===== config.mk =====
export PLATFORM = sky130hd
export DESIGN_NAME = snd_dac_top
export DESIGN_NICKNAME = d
export VERILOG_FILES = /design/src/logic/snd_pkg.sv /design/src/logic/snd_pcm_if.sv /design/src/logic/snd_sample_latch.sv /design/src/logic/snd_sdm_dac.sv /design/src/logic/snd_dac_top.sv
export VERILOG_INCLUDE_DIRS = /design/src /design/src/include
export SDC_FILE = /design/constraint.sdc
export NUM_CORES = 1
export LEC_CHECK = 0
export BUFFER_PORTS_ARGS = -buffer_cell sky130_fd_sc_hd__buf_2
export CORE_MARGIN = 4
export CORE_UTILIZATION = 40
export DETAILED_ROUTE_END_ITERATION = 10
export GPL_TIMING_DRIVEN = 0
export PLACE_DENSITY = 0.64
export SYNTH_ARGS = -nofsm -noshare
export SYNTH_HDL_FRONTEND = slang
export SYNTH_HIERARCHICAL = 1
export SYNTH_SLANG_ARGS = --single-unit

===== constraint.sdc =====
create_clock -name clk_dac -period 5.68 [get_ports clk_dac]
set_input_delay 0 -clock clk_dac [delete_from_list [all_inputs] [get_ports clk_dac]]
set_output_delay 0 -clock clk_dac [all_outputs]
set_load 0.01 [all_outputs]

===== src/include/snd_config.svh =====
// SND_ACC_W must stay four bits wider than SND_PCM_W so the padded word keeps its 1+16+3 layout
`ifndef SND_CONFIG_SVH
`define SND_CONFIG_SVH

// Game sample coding
// 1 for two's complement, 0 for offset binary
`define SND_SIGNED 0

// DAC clock enable fires once every this many clk_dac cycles
`define SND_CEN_DIV 4

// Width of one game sample
`define SND_PCM_W 16

// Modulator input word
// One guard bit on top and three zero bits below the sample
`define SND_ACC_W 20

`endif


===== src/logic/snd_pkg.sv =====
// Both union members alias the same SND_PCM_W bits and only the decoding differs
`include "snd_config.svh"

package snd_pkg;

    // One game sample word
    // twos reads it as two's complement, offs as offset binary
    typedef union packed {
        logic signed [`SND_PCM_W-1:0] twos;
        logic        [`SND_PCM_W-1:0] offs;
    } pcm_sample_u;

    // Modulator input in offset binary
    // Top bit is always zero so full scale maps to half density
    typedef logic [`SND_ACC_W-1:0] dac_word_t;

endpackage


===== src/logic/snd_pcm_if.sv =====
// The cen signal is a single clk_dac cycle pulse and left/right only change on a cen
`timescale 1ns/100ps

interface snd_pcm_if import snd_pkg::*; ();

    // DAC clock enable
    logic        cen;

    // Held samples, raw bits in the game's coding
    pcm_sample_u left_smp;
    pcm_sample_u right;

    // Sample latch side
    modport source (
        output cen,
        output left_smp,
        output right
    );

    // Modulator side, channel picked at instantiation
    modport sink (
        input cen,
        input left_smp,
        input right
    );

endinterface


===== src/logic/snd_sample_latch.sv =====
// Game must hold both words stable while req_i is high and wait for ack_o low before a new request
`timescale 1ns/100ps
`include "snd_config.svh"

module snd_sample_latch import snd_pkg::*; (
    input  logic        clk_dac,
    input  logic        rst,
    input  logic        req_i,
    input  pcm_sample_u left_i,
    input  pcm_sample_u right_i,
    output logic        ack_o,
    snd_pcm_if.source   pcm
);

    // Ring start value puts the first cen on the third cycle after reset
    localparam logic [`SND_CEN_DIV-1:0] RING_INIT = {{(`SND_CEN_DIV-1){1'b0}}, 1'b1} << 2;

    logic                    req_s1;
    logic                    req_s2;
    logic                    cap;
    logic                    pend_vld;
    pcm_sample_u             pend_l;
    pcm_sample_u             pend_r;
    logic [`SND_CEN_DIV-1:0] ring;

    // Rising edge of the synchronized request
    // ack_o is the delayed copy, so this is high for one cycle
    assign cap = req_s2 & ~ack_o;

    assign pcm.cen = ring[0];

    // Two-flop synchronizer, then ack as the third stage
    always_ff @(posedge clk_dac or posedge rst) begin
        if (rst) begin
            req_s1 <= 1'b0;
            req_s2 <= 1'b0;
            ack_o  <= 1'b0;
        end else begin
            req_s1 <= req_i;
            req_s2 <= req_s1;
            ack_o  <= req_s2;
        end
    end

    // Enable ring, one hot bit rotating towards bit 0
    always_ff @(posedge clk_dac or posedge rst) begin
        if (rst) begin
            ring <= RING_INIT;
        end else begin
            ring <= {ring[0], ring[`SND_CEN_DIV-1:1]};
        end
    end

    // Pending pair
    // A newer capture simply overwrites an older one not yet used
    always_ff @(posedge clk_dac) begin
        if (cap) begin
            pend_l <= left_i;
            pend_r <= right_i;
        end
    end

    always_ff @(posedge clk_dac or posedge rst) begin
        if (rst) begin
            pend_vld <= 1'b0;
        end else begin
            if (pcm.cen && pend_vld) begin
                pend_vld <= 1'b0;
            end
            // Capture wins over the clear on the same edge
            if (cap) begin
                pend_vld <= 1'b1;
            end
        end
    end

    // Held samples only move on a cen
    always_ff @(posedge clk_dac or posedge rst) begin
        if (rst) begin
            pcm.left_smp <= '0;
            pcm.right    <= '0;
        end else if (pcm.cen && pend_vld) begin
            pcm.left_smp <= pend_l;
            pcm.right    <= pend_r;
        end
    end

endmodule


===== src/logic/snd_sdm_dac.sv =====
// Input never exceeds half of full scale and the loop state only advances when cen_i is high
`timescale 1ns/100ps
`include "snd_config.svh"

module snd_sdm_dac import snd_pkg::*; (
    input  logic        clk_dac,
    input  logic        rst,
    input  logic        cen_i,
    input  pcm_sample_u sample_i,
    output logic        pwm_o
);

    // Integrators get four bits of headroom over the DAC word
    localparam int SUM_W = `SND_ACC_W + 4;

    typedef logic signed [SUM_W-1:0] acc_t;
    typedef logic signed [SUM_W+1:0] wide_t;

    localparam acc_t  ACC_MAX = {1'b0, {(SUM_W-1){1'b1}}};
    localparam acc_t  ACC_MIN = {1'b1, {(SUM_W-1){1'b0}}};
    localparam wide_t FULL    = wide_t'(1) << `SND_ACC_W;

    logic [`SND_PCM_W-1:0] ob;
    dac_word_t             dac_word;
    wide_t                 x_w;
    wide_t                 fb;
    wide_t                 i1_sum;
    wide_t                 i2_sum;
    acc_t                  i1;
    acc_t                  i2;
    acc_t                  i1_nxt;
    acc_t                  i2_nxt;
    logic                  q;

    // Clamp a wide sum into the integrator range
    function automatic acc_t sat(input wide_t v);
        acc_t r;
        if (v > wide_t'(ACC_MAX)) begin
            r = ACC_MAX;
        end else if (v < wide_t'(ACC_MIN)) begin
            r = ACC_MIN;
        end else begin
            r = acc_t'(v);
        end
        return r;
    endfunction

    // Signed samples get the sign bit flipped
    assign ob = (`SND_SIGNED != 0) ?
                {~sample_i.twos[`SND_PCM_W-1], sample_i.twos[`SND_PCM_W-2:0]} :
                sample_i.offs;

    // Guard bit, sample, then zero fill
    assign dac_word = {1'b0, ob, {(`SND_ACC_W-`SND_PCM_W-1){1'b0}}};
    assign x_w      = wide_t'(dac_word);

    // Quantizer fires on a strictly positive second integrator
    // so an all-zero state stays silent
    assign q  = (i2 > 0);
    assign fb = q ? FULL : wide_t'(0);

    // Second integrator takes the updated first one, giving NTF (1-z^-1)^2
    assign i1_sum = wide_t'(i1) + x_w - fb;
    assign i1_nxt = sat(i1_sum);
    assign i2_sum = wide_t'(i2) + wide_t'(i1_nxt) - fb;
    assign i2_nxt = sat(i2_sum);

    always_ff @(posedge clk_dac or posedge rst) begin
        if (rst) begin
            i1    <= '0;
            i2    <= '0;
            pwm_o <= 1'b0;
        end else if (cen_i) begin
            i1    <= i1_nxt;
            i2    <= i2_nxt;
            pwm_o <= q;
        end
    end

endmodule


===== src/logic/snd_dac_top.sv =====
// Always stereo and snd_left_i/snd_right_i must use the coding that SND_SIGNED selects
`timescale 1ns/100ps

module snd_dac_top import snd_pkg::*; (
    input  logic        clk_dac,
    input  logic        rst,
    // Game side, four-phase handshake
    input  logic        snd_req_i,
    input  pcm_sample_u snd_left_i,
    input  pcm_sample_u snd_right_i,
    output logic        snd_ack_o,
    // 1-bit DAC pins
    output logic        snd_pwm_left_o,
    output logic        snd_pwm_right_o
);

    snd_pcm_if pcm ();

    snd_sample_latch i_latch (
        .clk_dac ( clk_dac     ),
        .rst     ( rst         ),
        .req_i   ( snd_req_i   ),
        .left_i  ( snd_left_i  ),
        .right_i ( snd_right_i ),
        .ack_o   ( snd_ack_o   ),
        .pcm     ( pcm.source  )
    );

    // Both channels share the enable from the latch
    snd_sdm_dac i_dac_left (
        .clk_dac  ( clk_dac        ),
        .rst      ( rst            ),
        .cen_i    ( pcm.cen        ),
        .sample_i ( pcm.left_smp   ),
        .pwm_o    ( snd_pwm_left_o )
    );

    snd_sdm_dac i_dac_right (
        .clk_dac  ( clk_dac         ),
        .rst      ( rst             ),
        .cen_i    ( pcm.cen         ),
        .sample_i ( pcm.right       ),
        .pwm_o    ( snd_pwm_right_o )
    );

endmodule


; ---- After elaboration in Yosys (flattened, before gate mapping)
; Index checks and enable logic that the tools add are counted.
[word_totals]
out_inout_bits = 3
inputBits = 35
register_bits = 170
word_cells = 49
[op_classes]
n_bitwise = 2
n_mux = 12
n_addsub = 8
n_reduce_logical = 2
n_lt_le_gt_ge = 10
[ops]
columns = operator, n
row1 = $mux W24, 8
row2 = $gt A26 B24 Y1 const B, 4
row3 = $lt A26 B24 Y1 const B, 4
row4 = $sub A26 B26 Y26, 4
row5 = $add A24 B20 Y25, 2
row6 = $add A24 B24 Y25, 2
row7 = $gt A24 B1 Y1 const B, 2
row8 = $mux W21, 2
row9 = $mux W1, 2
row10 = $reduce_bool A2 Y1, 1
row11 = $and A1 B1 Y1, 1
row12 = $logic_and A1 B1 Y1, 1
row13 = $not A1 Y1, 1

; ---- Logic depth before layout (Yosys ltp)
[logic_depth]
ltp_word = 11
mapped_depth = 31
mapped_depth_nobuf = 29

; ---- Modules after synthesis
; The synthesis kept the hierarchy.
[modules_own_cells]
columns = mod, area_each_um2, cells_per_inst, seq_area_each_um2, n_inst
row1 = snd_sdm_dac, 5148.7, 649, 1226.2, 2
row2 = snd_sample_latch, 2528.7, 112, 1963.1, 1

; ---- Worst setup path after synthesis
; Ideal clock, no wire load.
[synth_path]
path_kind = reg-to-reg
start = register i_dac_left.i2[1]
end = register i_dac_left.i2[10]
t_arrival_ns = 5.965
slack_ns = -0.410
stages_incl_launch_ff = 30
period_less_slack_ns = 6.090
required_time_ns = 5.555
n_path_buf = 1
setup_ns = 0.125
path_cell_list = dfrtp_1 -> nor4_1 -> and4_1 -> a31oi_1 -> inv_1 -> ha_1 -> ha_1 -> nand2_1 -> nor2_1 -> a221oi_2 -> a21oi_2 -> o21a_2 -> or2_4 -> inv_2 -> nor3_2 -> nor2_4 -> buf_2 -> a21oi_1 -> ha_1 -> nand3_2 -> or4_1 -> or3_1 -> nand3_2 -> xnor2_1 -> ha_1 -> nand2b_1 -> mux2i_1 -> a21oi_4 -> maj3_2 -> mux2_4
[synth_via]
elab_chain_cells = 11
word_cells_on_any_way = 13
classes_between = add/sub (3) / order compare (5) / mux (5)
[synth_rtl]
columns = item, line_no
row1 = from (decl), snd_sdm_dac.sv:30  ; acc_t i2;
row2 = from (signal assigned), snd_sdm_dac.sv:75  ; i2 <= i2_nxt;
row3 = $gt A24 B1 Y1 *, snd_sdm_dac.sv:59  ; assign q = (i2 > 0);
row4 = via i_dac_left.q, snd_sdm_dac.sv:33  ; logic q;
row5 = $mux W21 *, snd_sdm_dac.sv:60  ; assign fb = q ? FULL : wide_t'(0);
row6 = $sub A26 B26 Y26 *, snd_sdm_dac.sv:63  ; assign i1_sum = wide_t'(i1) + x_w - fb;
row7 = $lt A26 B24 Y1, snd_sdm_dac.sv:40  ; end else if (v < wide_t'(ACC_MIN)) begin
row8 = $mux W24, snd_sdm_dac.sv:40
row9 = $mux W24 *, snd_sdm_dac.sv:38  ; if (v > wide_t'(ACC_MAX)) begin
row10 = via i_dac_left.i1_nxt[23], snd_sdm_dac.sv:31  ; acc_t i1_nxt;
row11 = $add A24 B24 Y25 *, snd_sdm_dac.sv:65  ; assign i2_sum = wide_t'(i2) + wide_t'(i1_nxt) - fb;
row12 = $sub A26 B26 Y26 *, snd_sdm_dac.sv:65
row13 = $lt A26 B24 Y1, snd_sdm_dac.sv:40
row14 = $mux W24, snd_sdm_dac.sv:40
row15 = $mux W24 *, snd_sdm_dac.sv:38
; Mark *: on every way through the listed nets, which the timed path passes. The rest lies on a longest branch.
; A chain may end at the register's enable or synchronous reset.

; ---- Worst setup path in the final report
[layout_path]
start = register i_dac_right.i2[18]
end = register i_dac_right.i2[14]
[layout_via]
elab_chain_cells = 11
word_cells_on_any_way = 13
classes_between = add/sub (3) / order compare (5) / mux (5)
[layout_rtl]
columns = item, line_no
row1 = from (decl), snd_sdm_dac.sv:30
row2 = from (signal assigned), snd_sdm_dac.sv:75
row3 = $gt A24 B1 Y1 *, snd_sdm_dac.sv:59
row4 = via i_dac_right.q, snd_sdm_dac.sv:33
row5 = $mux W21 *, snd_sdm_dac.sv:60
row6 = $sub A26 B26 Y26 *, snd_sdm_dac.sv:63
row7 = $lt A26 B24 Y1, snd_sdm_dac.sv:40
row8 = $mux W24, snd_sdm_dac.sv:40
row9 = $mux W24 *, snd_sdm_dac.sv:38
row10 = via i_dac_right.i1_nxt[12], snd_sdm_dac.sv:31
row11 = $add A24 B24 Y25 *, snd_sdm_dac.sv:65
row12 = $sub A26 B26 Y26 *, snd_sdm_dac.sv:65
row13 = $lt A26 B24 Y1, snd_sdm_dac.sv:40
row14 = $mux W24, snd_sdm_dac.sv:40
row15 = $mux W24 *, snd_sdm_dac.sv:38
; Marks and branches as above.

==> results.txt <==
Along the worst path, the maximum fanout reaches 10. For the core area, the log shows 31600 sq um. The sum of negative setup slack was -21.87 ns; the number of DRC markers after the initial detailed-route iteration was 569. The number of nets in the synthesized netlist is 1577.

Summed over all instances, the cell type with the most area after synthesis is dfrtp_1. TritonCTS built the clock tree. STA puts the critical path data required time at 6.01 ns.

Dividing the detail-routed via count by the number of cells gives 5.51. The tools report the startpoint class of the critical path as a register. Including well taps, the total number of placed cells is 1851. After synthesis, the largest area contributor takes up 26.7% of total cell area.

The count of final max-slew check failures is 0, and the final cycle utilization of the critical path is 111%. The checks that failed: negative setup slack. The worst setup path is of the register to register kind. The count of unique library cells instantiated by Yosys was 75. The most common library cell in the layout ignoring fill and taps was inv_1. The first global-routing pass estimated 57600 um of wire. Setup violations remaining at the end of the flow were counted as 48. The aggregate global routing overflow is 0. The x dimension of the die works out to 187 um. Power spread over the standard cell area amounts to 144 nW/um^2. Setup repair after global routing could not meet its margin everywhere. The floorplan step defined a die boundary enclosing 35000 sq um. The global routing stage identified its most utilized layer as met2.

The die height works out to 187 um. The floorplan has 65 rows. Number of global-route vias before repair: 11.5k. The total CTS buffers is 17, and the count of fill cells added during filler insertion is 2745. The flip-flop cell with the highest count after synthesis was dfrtp_1. The critical path contains buffers and inverters numbering 8 combined. A synthesized cell averages 9.10 sq um.

The tools report the number of antenna violations at the first check in global routing as 0. Global routing used 34.4% of the available met2 tracks. The worst hold-check path type was input port to asynchronous set/reset pin.

After technology mapping, the gate count stands at 1410. The detailed router placed 11.2k vias in this run. The remaining number of nets flagged by the antenna check after routing was 0.

Prior to clock tree synthesis, the placed netlist has a worst setup slack of -1.30 ns. Number of H-tree levels: 4. Endpoint type of the worst setup path: a register. The count of maximum capacitance violations was 0; the I/O pin total was 38. Subtracting the final worst setup slack from the clock period gives 6.30 ns. On the final layout, the worst clock skew is 0.0144 ns. The signal arrival time at the worst endpoint was 6.64 ns; the number of enable flip-flop cells after synthesis was 32. Leaving out filler cells and counting taps, the final layout contains 2025. Port buffering added 37 buffers.

For the first-pass detailed-route iteration total, the log shows 4. The synthesized design contains 170 register bits. The congestion estimate from routability-driven global placement came to 0.916.

For the pin with the worst max-slew slack, the measured transition is 0.952 ns. Once detailed placement completed, the half-perimeter wirelength came to 23900 um. The ratio of cells with drive above 1 in the final layout is 31.5%, and the maximum number of pins on one net before global-route repair is 41.

Number of nets at the end of the flow: 1777. The tools report the global-route track usage on met3 as 3.04%. Global routing consumed, on the met1 layer, 25.6% of the routing resources. The logs give 36.4% for the tightest slew margin relative to the limit and 2 for the deepest clock path buffer count. The clock-pin slew of the registers on the worst-case setup and hold paths was 0.08 ns.

The startpoint of the most critical setup path was i_dac_right/i2[18]. The worst-skew pair later-pin latency is 0.44 ns, and the count of yosys warnings during synthesis is 6. After detailed routing, the total wire length is 36300 um. The top cell types in the final layout, fill and taps aside, are 177 x inv_1, 129 x dfrtp_1, 101 x nand2_1.

Cell area after technology mapping: 12800 sq um. 0 antenna diodes ended up in the layout. Slowest cell on the critical path: or4_1. The maximum cell stage delay along the critical path was 0.50 ns.

The growth of design area from synthesis to finish came out at 34.5%. After synthesis, the share of flip-flops with an asynchronous set or reset is 81.2%. The root buffer cell chosen for the clock tree is clkbuf_16. After synthesis, flip-flops and latches occupy 34.4% of the total area. The tools report the initial core utilization as 40.6%. The run finished, with violations left. VDD sags by at most 0.000229 V. In the post-synthesis netlist, the biggest area contributors are dfrtp_1 27%, ha_1 13%, edfxtp_1 7.5%.

Global routing used 20.0% of the available tracks. The final-report hold violation count came out at 0. In this design, the largest share of critical-path delay is due to simple AND/OR/NAND/NOR gates. Clock tree synthesis found a total of 170 sinks. For this design the static power due to leakage is 0.00793 uW. The fmax is 159 MHz. The critical path runs through a total of 32 cells.

The tools report the worst path setup slack after routing as -0.625 ns. The startpoint identified for the worst register-to-register timing path is i_dac_right/i2[18]. After detailed routing, the average wire length per cell comes to 17.9 um.

The most frequent cell on the critical path is buf_4. In the routed design, unresolved DRC markers number 0. The count of cells along the worst register-to-register path works out to 32.
## cell type report
class | count | area [sq um] | share of cell area, %
inverters | 184 | 701 | 4.06
multi-input cells | 1003 | 9050 | 52.5
flip-flops and latches | 170 | 4430 | 25.7
clock inverters | 14 | 149 | 0.863
well taps | 402 | 503 | 2.92
plain buffers | 50 | 460 | 2.67
repair buffers | 184 | 1530 | 8.89
clock buffers | 18 | 429 | 2.49
## cell families (layout without fill, tap and decap cells)
logic type | count (synthesis) | count (layout) | share of synthesized area (%)
buf+inv | 237 | 450 | 7.88
fa+ha+maj | 138 | 138 | 13.5
compound gates | 415 | 415 | 21.4
simple gates | 324 | 324 | 12.1
mux | 42 | 42 | 4.72
flops | 170 | 170 | 34.4
xor+xnor | 84 | 84 | 6.03
## path summary, 6_finish.rpt
| path | end | slack [ns] |
|---|---|---|
| worst max-delay path | i_dac_right/i2[14] | -0.62 |
| worst min-delay path | i_dac_right/i1[11] | 0.11 |
| worst max register to register | i_dac_right/i2[14] | -0.62 |
| worst min register to register | i_latch/req_s2 | 0.35 |
| max in group asynchronous | i_latch/pcm.left_smp[8] | 4.82 |
| min in group clk_dac | i_latch/req_s1 | 0.20 |
## worst register-to-register path: cells and delay by family, from the launching register on
kind                     cells  cell delay, ns
AND/OR/NAND/NOR             11            1.89
buffers and inverters        8            1.15
flip-flops                   1            0.46
AO/OA/AOI/OAI                5            0.76
multiplexers                 2            0.47
XOR/XNOR                     1            0.13
adder cells (fa/ha/maj)      5            1.35
## power by group
| part | switching (uW) | internal [uW] |
|---|---|---|
| clock | 577 | 588 |
| sequential | 3.29 | 1250 |
| combinational | 32.5 | 27.4 |
| total | 613 | 1870 |
## Yosys cell counts (3+ instances only)
cell type / count
o21bai_1: 4
a21o_1: 35
buf_2: 20
ha_1: 130
o221ai_1: 10
xor2_1: 28
mux2_2: 4
a31oi_1: 48
xnor2_1: 54
nor2_1: 84
nor3_1: 14
dfrtp_1: 137
and4_1: 4
clkbuf_1: 20
o21ai_1: 4
mux2_4: 36
nor2b_1: 3
nor4_1: 10
edfxtp_1: 32
o31ai_1: 8
nand2_1: 138
buf_4: 4
o211ai_1: 4
o21ai_0: 72
or4_1: 6
nand4_1: 6
o2bb2ai_1: 38
a21oi_1: 134
nand3_2: 6
nand2b_1: 6
or3_1: 8
o211a_1: 4
inv_1: 182
buf_6: 4
a211oi_1: 6
and2_1: 4
buf_12: 3
and3_1: 10
o21a_1: 6
o21a_2: 4
nand3_1: 10
maj3_2: 6
## registers in the layout, summed over array words and instances, names as in the netlist, 16 cells and up
register / flops
i_latch/pcm.right: 16
i_latch/pcm.left_smp: 16
i_dac_right/i2: 24
i_dac_left/i2: 24
i_dac_right/i1: 24
i_latch/pend_r: 16
i_dac_left/i1: 24
i_latch/pend_l: 16
## repair_timing
item                                   CTS  global route
setup buffers                           66            39
pin swaps                               79            89
endpoints found under the hold margin  170             0
cloned                                   6             1
gates resized for setup                182           144
setup endpoints to repair               48            48
hold buffers                            34             0
## routing by layer
metal,vias up,routed length (um)
met5,-,0
met3,77,1250
met4,0,1140
met1,5461,15900
li1,5404,-
met2,216,18100
## per-stage QoR
step / util (%) / area, sq um / power [uW] / hold WS [ns]
finish: 54.7 / 17300 / 2480 / 0.111
global route: 54.7 / 17300 / 2570 / 0.132
CTS: 51.4 / 16200 / 2510 / 0.0964
detailed placement: 43.8 / 13800 / 1330 / 0.0232
global placement: 43.6 / 13800 / 1320 / 0.112
floorplan: - / 13100 / 1300 / 0.0314
(Power assumes the default switching activity.)
